$ cat src/alu_macros.svh
// ALU width and opcode defines
`ifndef ALU_MACROS_SVH
`define ALU_MACROS_SVH

// datapath width
`define ALU_WIDTH 32

// command bus width, enough for eight operations
`define ALU_CMD_WIDTH 3

// command encodings
`define ADD_OP  3'd0
`define SUB_OP  3'd1
`define XOR_OP  3'd2
`define SLT_OP  3'd3 // signed compare
`define AND_OP  3'd4
`define NAND_OP 3'd5
`define NOR_OP  3'd6
`define OR_OP   3'd7

`endif

$ cat src/aluPkg.sv
// ALU shared types
`include "alu_macros.svh"

package aluPkg;

    // one datapath word
    typedef logic [`ALU_WIDTH-1:0] word_t;

    // command as seen on the external bus
    typedef enum logic [`ALU_CMD_WIDTH-1:0] {
        ALU_ADD  = `ADD_OP,
        ALU_SUB  = `SUB_OP,
        ALU_XOR  = `XOR_OP,
        ALU_SLT  = `SLT_OP,
        ALU_AND  = `AND_OP,
        ALU_NAND = `NAND_OP,
        ALU_NOR  = `NOR_OP,
        ALU_OR   = `OR_OP
    } aluOp_e;

    // functional unit whose word goes to the output
    typedef enum logic [2:0] {
        UNIT_ADDER = 3'd0,
        UNIT_XOR   = 3'd1,
        UNIT_SLT   = 3'd2,
        UNIT_NAND  = 3'd3, // also or, with both operands inverted
        UNIT_NOR   = 3'd4  // also and, with both operands inverted
    } unitSel_e;

endpackage

$ cat src/aluResultsIf.sv
// ALU unit results bundle
`timescale 1ns/1ps

interface aluResultsIf;

    // adder outputs
    aluPkg::word_t sumWord;
    logic          adderCarry;    // final carry of the ripple chain
    logic          adderOverflow; // signed overflow

    // bitwise and compare units
    aluPkg::word_t xorWord;
    aluPkg::word_t nandWord;
    aluPkg::word_t norWord;
    aluPkg::word_t sltWord;       // only bit 0 can be set

    // datapath side
    modport producer (
        output sumWord,
        output adderCarry,
        output adderOverflow,
        output xorWord,
        output nandWord,
        output norWord,
        output sltWord
    );

    // output select side
    modport consumer (
        input sumWord,
        input adderCarry,
        input adderOverflow,
        input xorWord,
        input nandWord,
        input norWord,
        input sltWord
    );

endinterface

$ cat src/aluDecoder.sv
// ALU command decoder
`timescale 1ns/1ps
`include "alu_macros.svh"

module aluDecoder (
    input  logic [`ALU_CMD_WIDTH-1:0] command,
    output aluPkg::unitSel_e          unitSel,
    output logic                      invertA,
    output logic                      invertB
);

    aluPkg::aluOp_e op;

    assign op = aluPkg::aluOp_e'(command);

    // and/or reuse nor/nand by inverting both inputs (de morgan)
    always_comb begin
        case (op)
            aluPkg::ALU_ADD: begin
                unitSel = aluPkg::UNIT_ADDER;
                invertA = 1'b0;
                invertB = 1'b0;
            end
            aluPkg::ALU_SUB: begin
                unitSel = aluPkg::UNIT_ADDER;
                invertA = 1'b0;
                invertB = 1'b1; // a + ~b + 1
            end
            aluPkg::ALU_XOR: begin
                unitSel = aluPkg::UNIT_XOR;
                invertA = 1'b0;
                invertB = 1'b0;
            end
            aluPkg::ALU_SLT: begin
                unitSel = aluPkg::UNIT_SLT;
                invertA = 1'b0;
                invertB = 1'b1; // compare via subtraction
            end
            aluPkg::ALU_AND: begin
                unitSel = aluPkg::UNIT_NOR;
                invertA = 1'b1;
                invertB = 1'b1;
            end
            aluPkg::ALU_NAND: begin
                unitSel = aluPkg::UNIT_NAND;
                invertA = 1'b0;
                invertB = 1'b0;
            end
            aluPkg::ALU_NOR: begin
                unitSel = aluPkg::UNIT_NOR;
                invertA = 1'b0;
                invertB = 1'b0;
            end
            aluPkg::ALU_OR: begin
                unitSel = aluPkg::UNIT_NAND;
                invertA = 1'b1;
                invertB = 1'b1;
            end
            default: begin
                unitSel = aluPkg::UNIT_ADDER;
                invertA = 1'b0;
                invertB = 1'b0;
            end
        endcase
    end

endmodule

$ cat src/rippleCarryAdder.sv
// Ripple carry adder
`timescale 1ns/1ps
`include "alu_macros.svh"

module rippleCarryAdder (
    input  aluPkg::word_t a,
    input  aluPkg::word_t b,
    input  logic          carryIn,  // 1 for subtract and compare
    output aluPkg::word_t sum,
    output logic          carryOut,
    output logic          overflow  // signed overflow
);

    logic msbCarryIn; // carry entering the sign bit
    logic lastCarry;

    // one full adder per bit, carry rippling upward from bit 0
    always_comb begin
        logic carry;
        logic halfSum;
        carry      = carryIn;
        msbCarryIn = 1'b0;
        sum        = '0;
        for (int i = 0; i < `ALU_WIDTH; i++) begin
            if (i == `ALU_WIDTH - 1) begin
                msbCarryIn = carry;
            end
            halfSum = a[i] ^ b[i];
            sum[i]  = halfSum ^ carry;
            // generate, or propagate the incoming carry
            carry   = (a[i] & b[i]) | (halfSum & carry);
        end
        lastCarry = carry;
    end

    assign carryOut = lastCarry;

    // sign bit disagrees with the true result when these differ
    assign overflow = msbCarryIn ^ lastCarry;

endmodule

$ cat src/aluDatapath.sv
// ALU functional units
`timescale 1ns/1ps
`include "alu_macros.svh"

module aluDatapath (
    input  aluPkg::word_t    operandA,
    input  aluPkg::word_t    operandB,
    input  logic             invertA,
    input  logic             invertB,
    aluResultsIf.producer    results
);

    // operands after optional inversion
    aluPkg::word_t inA;
    aluPkg::word_t inB;

    // adder outputs before they go onto the bundle
    aluPkg::word_t sum;
    logic          carry;
    logic          ovf;

    logic          lessThan;

    assign inA = invertA ? ~operandA : operandA;
    assign inB = invertB ? ~operandB : operandB;

    // carry in follows invertB so that ~b + 1 forms -b
    rippleCarryAdder u_adder (
        .a        (inA),
        .b        (inB),
        .carryIn  (invertB),
        .sum      (sum),
        .carryOut (carry),
        .overflow (ovf)
    );

    assign results.sumWord       = sum;
    assign results.adderCarry    = carry;
    assign results.adderOverflow = ovf;

    // bitwise units share the conditioned operands
    assign results.xorWord  = inA ^ inB;
    assign results.nandWord = ~(inA & inB); // or when both inputs inverted
    assign results.norWord  = ~(inA | inB); // and when both inputs inverted

    // a - b negative, corrected by overflow
    assign lessThan = sum[`ALU_WIDTH-1] ^ ovf;

    assign results.sltWord = {{(`ALU_WIDTH-1){1'b0}}, lessThan};

endmodule

$ cat src/resultStage.sv
// ALU output select and register
`timescale 1ns/1ps

module resultStage (
    input  logic              clk,
    input  logic              rstN,
    input  aluPkg::unitSel_e  unitSel,
    aluResultsIf.consumer     results,
    output aluPkg::word_t     result,
    output logic              carryout,
    output logic              zero,
    output logic              overflow
);

    aluPkg::word_t selWord;
    logic          selCarry;
    logic          selOverflow;
    logic          selZero;

    // pick the unit word; flags only survive for the adder
    always_comb begin
        selCarry    = 1'b0;
        selOverflow = 1'b0;
        case (unitSel)
            aluPkg::UNIT_ADDER: begin
                selWord     = results.sumWord;
                selCarry    = results.adderCarry;
                selOverflow = results.adderOverflow;
            end
            aluPkg::UNIT_XOR: begin
                selWord = results.xorWord;
            end
            aluPkg::UNIT_SLT: begin
                selWord = results.sltWord;
            end
            aluPkg::UNIT_NAND: begin
                selWord = results.nandWord;
            end
            aluPkg::UNIT_NOR: begin
                selWord = results.norWord;
            end
            default: begin
                selWord = results.sumWord; // unused select codes
            end
        endcase
    end

    assign selZero = (selWord == '0);

    // one cycle of latency from operands to outputs
    always_ff @(posedge clk or negedge rstN) begin
        if (!rstN) begin
            result   <= '0;
            carryout <= 1'b0;
            zero     <= 1'b0;
            overflow <= 1'b0;
        end else begin
            result   <= selWord;
            carryout <= selCarry;
            zero     <= selZero;
            overflow <= selOverflow;
        end
    end

endmodule

$ cat src/aluTop.sv
// 32-bit ALU top level
`timescale 1ns/1ps
`include "alu_macros.svh"

module aluTop (
    input  logic                      clk,
    input  logic                      rstN,
    input  aluPkg::word_t             operandA,
    input  aluPkg::word_t             operandB,
    input  logic [`ALU_CMD_WIDTH-1:0] command,
    output aluPkg::word_t             result,
    output logic                      carryout,
    output logic                      zero,
    output logic                      overflow
);

    // decoder controls
    aluPkg::unitSel_e unitSel;
    logic             invertA;
    logic             invertB;

    // unit outputs, datapath to output stage
    aluResultsIf resultsBus ();

    aluDecoder u_aluDecoder (
        .command (command),
        .unitSel (unitSel),
        .invertA (invertA),
        .invertB (invertB)
    );

    aluDatapath u_aluDatapath (
        .operandA (operandA),
        .operandB (operandB),
        .invertA  (invertA),
        .invertB  (invertB),
        .results  (resultsBus.producer)
    );

    // registered outputs, valid the cycle after sampling
    resultStage u_resultStage (
        .clk      (clk),
        .rstN     (rstN),
        .unitSel  (unitSel),
        .results  (resultsBus.consumer),
        .result   (result),
        .carryout (carryout),
        .zero     (zero),
        .overflow (overflow)
    );

endmodule

$ cat config.mk
export PLATFORM = sky130hd
export DESIGN_NAME = aluTop
export DESIGN_NICKNAME = d
export VERILOG_FILES = /design/src/aluPkg.sv /design/src/aluResultsIf.sv /design/src/aluDecoder.sv /design/src/rippleCarryAdder.sv /design/src/aluDatapath.sv /design/src/resultStage.sv /design/src/aluTop.sv
export VERILOG_INCLUDE_DIRS = /design/src /design/src/src
export SDC_FILE = /design/constraint.sdc
export NUM_CORES = 1
export LEC_CHECK = 0
export BUFFER_PORTS_ARGS = -buffer_cell sky130_fd_sc_hd__buf_2
export CAP_MARGIN = 20
export CELL_PAD_IN_SITES_DETAIL_PLACEMENT = 1
export CELL_PAD_IN_SITES_GLOBAL_PLACEMENT = 1
export CORE_MARGIN = 4
export CORE_UTILIZATION = 46
export CTS_CLUSTER_DIAMETER = 60
export DETAILED_ROUTE_END_ITERATION = 8
export PLACE_DENSITY = 0.95
export RECOVER_POWER = 100
export SYNTH_ARGS = -nofsm -noshare
export SYNTH_HDL_FRONTEND = slang
export SYNTH_SLANG_ARGS = --single-unit
$ cat constraint.sdc
create_clock -name clk -period 0.8 [get_ports clk]
set_clock_uncertainty 0.1 [all_clocks]
set_input_delay 0.04 -clock clk [delete_from_list [all_inputs] [get_ports clk]]
set_output_delay 0.04 -clock clk [all_outputs]
set_load 0.02 [all_outputs]
==> results.sh, run 1 <==
export IMPL_ioPinCount=104
export IMPL_clockRootBuffer="clkbuf_8"
export IMPL_stop_stage="clock tree synthesis"
export IMPL_cts_path_max_buffers=2
export IMPL_dp_cells=817
export IMPL_clock_sinks=35
export IMPL_yosysWarnings=0
export IMPL_synth_edf_count=0
export IMPL_h_tree_depth=2
export IMPL_holdBufCountCts=1
export IMPL_async_flop_share=1.00
export IMPL_postCtsSetupBuffers=13
export IMPL_numPortBuffers=103
export IMPL_ys_seq_area_frac=0.193
export IMPL_place_gp_congestion=0.897
export IMPL_die_w_um=107
export IMPL_post_dp_cell_area_sq_mm=0.00623
export IMPL_yosys_cell_types_count=47
export IMPL_initial_core_util=0.482
export IMPL_die_y_um=107
export IMPL_synth_area_per_cell_sq_um=9.46
export IMPL_syn_nets=647
export IMPL_synth_ff_type="dfrtp_1"
export IMPL_netlist_instances=480
export IMPL_yosys_register_bits=35
export IMPL_hpwl_um=14800
export IMPL_cts_resized=155
export IMPL_cts_buffers=5
export IMPL_status="stopped before the end"
export IMPL_num_rows=35
export IMPL_synth_area_sq_mm=0.00454
export IMPL_stop_error="[ERROR DPL-0033] detailed placement checks failed during check placement."
==> cells in the mapped netlist (4+ instances only) <==
cell type | instances | share of area
a21o_1 | 17 | 0.028
a32oi_1 | 17 | 0.033
and3b_1 | 5 | 0.0096
buf_2 | 15 | 0.017
buf_6 | 4 | 0.0099
clkbuf_1 | 6 | 0.0050
dfrtp_1 | 35 | 0.19
fa_1 | 32 | 0.14
ha_1 | 66 | 0.18
inv_1 | 85 | 0.070
nand2_1 | 26 | 0.021
nor2_1 | 12 | 0.0099
nor2b_1 | 4 | 0.0055
nor4_1 | 6 | 0.0083
o211a_1 | 5 | 0.011
o21a_1 | 12 | 0.020
o21ai_0 | 22 | 0.024
o32a_1 | 12 | 0.026
xnor2_1 | 64 | 0.12
==> metrics by stage <==
| stage | worst slack [ps] | setup TNS, ps |
|---|---|---|
| global placement | -11590 | -241710 |
| detailed placement | -12150 | -250710 |
| floorplan | -11460 | -236090 |
==> cell families after synthesis <==
| logic type | Yosys count | share of synthesized area |
|---|---|---|
| buffers and inverters | 112 | 0.103 |
| adders and majority gates | 98 | 0.323 |
| xor gates and xnor gates | 65 | 0.125 |
| DFF | 35 | 0.193 |
| AOI/OAI and AO/OA | 102 | 0.175 |
| muxes | 1 | 0.00248 |
| and+or+nand+nor | 67 | 0.0777 |
==> run 2, diff against run 1 <==
Settings changed: CELL_PAD_IN_SITES_DETAIL_PLACEMENT 1 to unset, CELL_PAD_IN_SITES_GLOBAL_PLACEMENT 1 to unset, CORE_UTILIZATION 46 to 40, CTS_CLUSTER_DIAMETER 60 to unset, PLACE_DENSITY 0.95 to unset, PLACE_DENSITY_LB_ADDON set to 0.15.
==> results.sh, run 2 <==
export IMPL_critPathKind="primary input to register"
export IMPL_cp_required_ps=870
export IMPL_violations="hold timing, setup timing"
export IMPL_largest_register="u_resultStage.result"
export IMPL_tns_ps=-238590
export IMPL_die_y_um=115
export IMPL_min_period_over_period=15.3
export IMPL_cellLeakagePower_nw=3.44
export IMPL_hold_viol=2
export IMPL_arrival_ps=12340
export IMPL_overflow=0
export IMPL_cts_buffers=5
export IMPL_layout_setup_ws_ps=-11470
export IMPL_h_tree_depth=2
export IMPL_p_per_area_mw_per_mm2=1830
export IMPL_synth_area_leaders="dfrtp_1 19%, ha_1 18%, fa_1 14%"
export IMPL_slew_headroom=0.664
export IMPL_peakVddDrop_mv=1.02
export IMPL_n_antenna_cell=0
export IMPL_dieArea_sq_mm=0.0131
export IMPL_initial_core_util=0.413
export IMPL_crit_buf_inv=5
export IMPL_drv_slew=0
export IMPL_dp_cells=825
export IMPL_gr_usage_all_layers=0.213
export IMPL_yosys_cell_types_count=47
export IMPL_first_pass_iters=4
export IMPL_postLayoutCoreUtil=0.629
export IMPL_cpMaxStageDelayCell="fa_1"
export IMPL_setup_violations_final=70
export IMPL_grt_antenna_before_repair=0
export IMPL_tritoncts="built"
export IMPL_drt_iter0_drc=150
export IMPL_clockRootBuffer="clkbuf_16"
export IMPL_layout_drive_gt1_share=0.484
export IMPL_mostFrequentLayoutCells="126 x buf_4, 67 x buf_2, 65 x inv_1"
export IMPL_yosysMostFrequentCell="inv_1"
export IMPL_vias=4192
export IMPL_drtAntennaViolNets=0
export IMPL_grt_max_degree=36
export IMPL_final_nets=865
export IMPL_cp_end_kind="register"
export IMPL_synth_area_sq_mm=0.00454
export IMPL_hold_class="primary input to register"
export IMPL_numPortBuffers=103
export IMPL_viasPerCell=5.00
export IMPL_drc_errors=0
export IMPL_rsz0062_at_grt="true"
export IMPL_pre_cts_slack_ps=-11880
export IMPL_synth_top_area_frac=0.193
export IMPL_synth_edf_count=0
export IMPL_ioPinCount=104
export IMPL_fin_area_sq_mm=0.00691
export IMPL_yosysTopAreaCell="dfrtp_1"
export IMPL_cp_start_kind="primary input"
export IMPL_grt_pass1_wl_um=22200
export IMPL_final_cells=839
export IMPL_yosys_register_bits=35
export IMPL_syn_nets=647
export IMPL_hold_ws_ps=-7.82
export IMPL_critPathMaxStageDelay_ps=420
export IMPL_synth_area_per_cell_sq_um=9.46
export IMPL_async_flop_share=1.00
export IMPL_wl_per_cell_um=16.4
export IMPL_max_cap_violations=0
export IMPL_p_total_mw=12.6
export IMPL_critPathMostFrequentCell="fa_2"
export IMPL_crit_family="adder cells"
export IMPL_fin_crit_ps=12270
export IMPL_cts_path_max_buffers=2
export IMPL_post_dp_cell_area_sq_mm=0.00623
export IMPL_wirelength_um=13700
export IMPL_area_growth_pct=52.1
export IMPL_synthTopCellsByCount="85 x inv_1, 66 x ha_1, 64 x xnor2_1"
export IMPL_clock_sinks=35
export IMPL_core_area_sq_mm=0.0110
export IMPL_netlist_instances=480
export IMPL_clk_pin_slew_ps=60
export IMPL_place_gp_congestion=0.811
export IMPL_crit_fanout=5
export IMPL_num_rows=38
export IMPL_yosysWarnings=0
export IMPL_grt_pass1_vias=4687
export IMPL_max_freq_mhz=81.5
export IMPL_largest_reg_flops=32
export IMPL_layout_commonest_cell="buf_4"
export IMPL_worst_pin_slew_ps=499
export IMPL_die_w_um=115
export IMPL_ys_seq_area_frac=0.193
export IMPL_hpwl_um=10500
export IMPL_status="complete, but fails checks"
export IMPL_synth_ff_type="dfrtp_1"
run 2: cell counts after synthesis:
No cell type changed its count.
run 2: worst paths after layout:
| kind | slack, ps | to | cells after the start | startpoint |
|---|---|---|---|---|
| worst max-delay path | -11470 | u_resultStage.zero | 44 | command[0] |
| worst min-delay path | -8 | u_resultStage.carryout | 3 | command[1] |
| max in group asynchronous | 140 | u_resultStage.result[2] | 3 | rstN |
| min in group asynchronous | 190 | u_resultStage.result[14] | 3 | rstN |
run 2: cell families (layout without fill, tap and decap cells):
group	Yosys count	count (layout)	share of synthesized area
buffers and inverters	112	331	0.103
AO/OA/AOI/OAI	102	102	0.175
adder cells (fa/ha/maj)	98	98	0.323
AND/OR/NAND/NOR	67	67	0.0777
XOR/XNOR	65	65	0.125
flip-flops	35	35	0.193
multiplexers	1	1	0.00248
run 2: what timing repair did:
item / in CTS / in global routing
gates resized for setup: 104 / 21
hold buffers: 1 / 0
hold endpoints to repair: 37 / 0
setup endpoints to repair: 70 / 70
gates cloned: 0 / 0
setup buffers: 8 / 17
pin swaps: 13 / 15
run 2: area by class of cell:
type | instances | area, sq um
clock buffers | 6 | 129
clock inverters | 2 | 60.1
fillers | 898 | 4080
inverters | 86 | 327
multi-input cells | 333 | 3520
flip-flops and latches | 35 | 876
well taps | 140 | 175
repair buffers | 237 | 1820
run 2: metal layers:
metal,GRT usage,wire [um],up-vias
met5,0,0,-
met4,0.0776,340,0
met3,0.0391,581,29
met2,0.379,7220,96
met1,0.254,5590,2042
li1,-,-,2025
run 2: power breakdown:
part | internal, mW | switching (mW) | leakage [nW]
clock network | 1.79 | 0.831 | 0.0911
registers | 2.14 | 0.178 | 0.424
logic | 3.97 | 3.74 | 2.93
No activity file was read; power rests on OpenSTA's default activity.
==> run 3, diff against run 2 <==
Settings changed: CTS_BUF_LIST set to sky130_fd_sc_hd__clkbuf_8.
==> results.sh, run 3 (synthesized netlist as in run 2, its figures left out) <==
export IMPL_layout_drive_gt1_share=0.484
export IMPL_switching_share=0.391
export IMPL_vias=4182
export IMPL_p_clk_frac=0.168
export IMPL_layout_setup_ws_ps=-11420
export IMPL_drc_errors=0
export IMPL_cp_end_kind="register"
export IMPL_p_int_mw=7.33
export IMPL_peakVddDrop_mv=1.02
export IMPL_net_switching_power_mw=4.70
export IMPL_final_nets=865
export IMPL_p_total_mw=12.0
export IMPL_crit_fanout=5
export IMPL_first_pass_iters=4
export IMPL_mostFrequentLayoutCells="126 x buf_4, 67 x buf_2, 66 x inv_1"
export IMPL_clk_pin_slew_ps=90
export IMPL_die_y_um=115
export IMPL_slew_headroom=0.683
export IMPL_fin_crit_ps=12220
export IMPL_cts_buffers=5
export IMPL_cellLeakagePower_nw=3.42
export IMPL_h_tree_depth=2
export IMPL_min_period_over_period=15.3
export IMPL_dieArea_sq_mm=0.0131
export IMPL_cpMaxStageDelayCell="fa_1"
export IMPL_area_growth_pct=50.9
export IMPL_largest_register="u_resultStage.result"
export IMPL_ioPinCount=104
export IMPL_n_antenna_cell=0
export IMPL_cp_required_ps=900
export IMPL_place_gp_congestion=0.811
export IMPL_combPwrFrac=0.640
export IMPL_gr_usage_all_layers=0.212
export IMPL_drt_iter0_drc=119
export IMPL_die_w_um=115
export IMPL_viasPerCell=4.98
export IMPL_min_to="u_resultStage.carryout"
export IMPL_pre_cts_slack_ps=-11880
export IMPL_grt_pass1_vias=4659
export IMPL_clockRootBuffer="clkbuf_8"
export IMPL_drtAntennaViolNets=0
export IMPL_grt_antenna_before_repair=0
export IMPL_overflow=0
export IMPL_hold_viol=2
export IMPL_largest_reg_flops=32
export IMPL_initial_core_util=0.413
export IMPL_layout_commonest_cell="buf_4"
export IMPL_numPortBuffers=103
export IMPL_hold_class="primary input to register"
export IMPL_wl_per_cell_um=16.3
export IMPL_p_seq_frac=0.192
export IMPL_cp_start_kind="primary input"
export IMPL_core_area_sq_mm=0.0110
export IMPL_whs_path_depth=3
export IMPL_nFillCells=910
export IMPL_post_dp_cell_area_sq_mm=0.00623
export IMPL_status="complete, but fails checks"
export IMPL_clock_sinks=35
export IMPL_hpwl_um=10500
export IMPL_dp_cells=825
export IMPL_max_freq_mhz=81.8
export IMPL_setup_violations_final=70
export IMPL_fin_area_sq_mm=0.00685
export IMPL_tritoncts="built"
export IMPL_multiInputGateArea_sq_mm=0.00352
export IMPL_drv_slew=0
export IMPL_cts_path_max_buffers=2
export IMPL_hold_ws_ps=-42.2
export IMPL_critPathMaxStageDelay_ps=420
export IMPL_rsz0062_at_grt="true"
export IMPL_num_rows=38
export IMPL_worst_pin_slew_ps=472
export IMPL_critPathMostFrequentCell="fa_2"
export IMPL_wirelength_um=13700
export IMPL_max_cap_violations=0
export IMPL_arrival_ps=12330
export IMPL_min_delay_start="command[1]"
export IMPL_grt_max_degree=36
export IMPL_critPathKind="primary input to register"
export IMPL_violations="hold timing, setup timing"
export IMPL_holdBufCountCts=1
export IMPL_final_cells=839
export IMPL_area_sequential_sq_um=876
export IMPL_grt_pass1_wl_um=22100
export IMPL_postLayoutCoreUtil=0.624
export IMPL_p_per_area_mw_per_mm2=1760
## run 3: final cells by class
cell class | instances | share of cell area
multi-input combinational | 333 | 0.513
timing repair buffer | 237 | 0.266
sequential | 35 | 0.128
inverter | 86 | 0.0477
tap | 140 | 0.0256
clock buffer | 5 | 0.0100
clock inverter | 3 | 0.00932
## run 3: through the flow
step / hold WS [ps] / setup TNS (ps)
after CTS: -73.2 / -237600
after detailed placement: -71.8 / -247100
after global routing: -32.3 / -245910
final: -42.2 / -238620
after floorplan: -356 / -236090
after global placement: -75.5 / -242820
## run 3: how the worst max path moves through the flow
| stage | startpoint | to | cells after the start |
|---|---|---|---|
| 3_3_place_gp | command[0] | u_resultStage.zero | 43 |
| 6_report | command[0] | u_resultStage.zero | 44 |
| 4_1_cts | command[0] | u_resultStage.zero | 44 |
| 5_1_grt | command[0] | u_resultStage.zero | 44 |
| 2_1_floorplan | command[0] | u_resultStage.zero | 45 |
| 3_5_place_dp | command[0] | u_resultStage.zero | 42 |
## run 3: worst max-delay path: cells and delay by family
kind / cells / cell delay, ps
AO/OA/AOI/OAI: 3 / 400
XOR/XNOR: 1 / 140
adder cells (fa/ha/maj): 32 / 11120
buffers and inverters: 5 / 340
AND/OR/NAND/NOR: 3 / 250
## run 3: power groups by stage
stage | Clock (mW) | Combinational (mW) | Sequential [mW]
finish | 2.02 | 7.70 | 2.31
floorplan | 0 | 3.34 | 2.74
global route | 2.16 | 8.47 | 2.35
global placement | 0 | 6.45 | 2.25
detailed placement | 0 | 6.68 | 2.25
CTS | 2.11 | 7.53 | 2.31
## run 3: per-layer routing
metal,global-route usage,share of wire,vias to the layer above
li1,-,-,2024
met3,0.0375,0.037,24
met1,0.257,0.42,2047
met5,0,0,-
met4,0.0736,0.025,0
met2,0.376,0.52,87
## run 3: timing repair
| item | in CTS | in global routing |
|---|---|---|
| setup buffers | 8 | 17 |
| setup endpoints to repair | 70 | 70 |
| pin swaps | 13 | 15 |
| hold endpoints to repair | 37 | 2 |
| resized for setup | 104 | 21 |
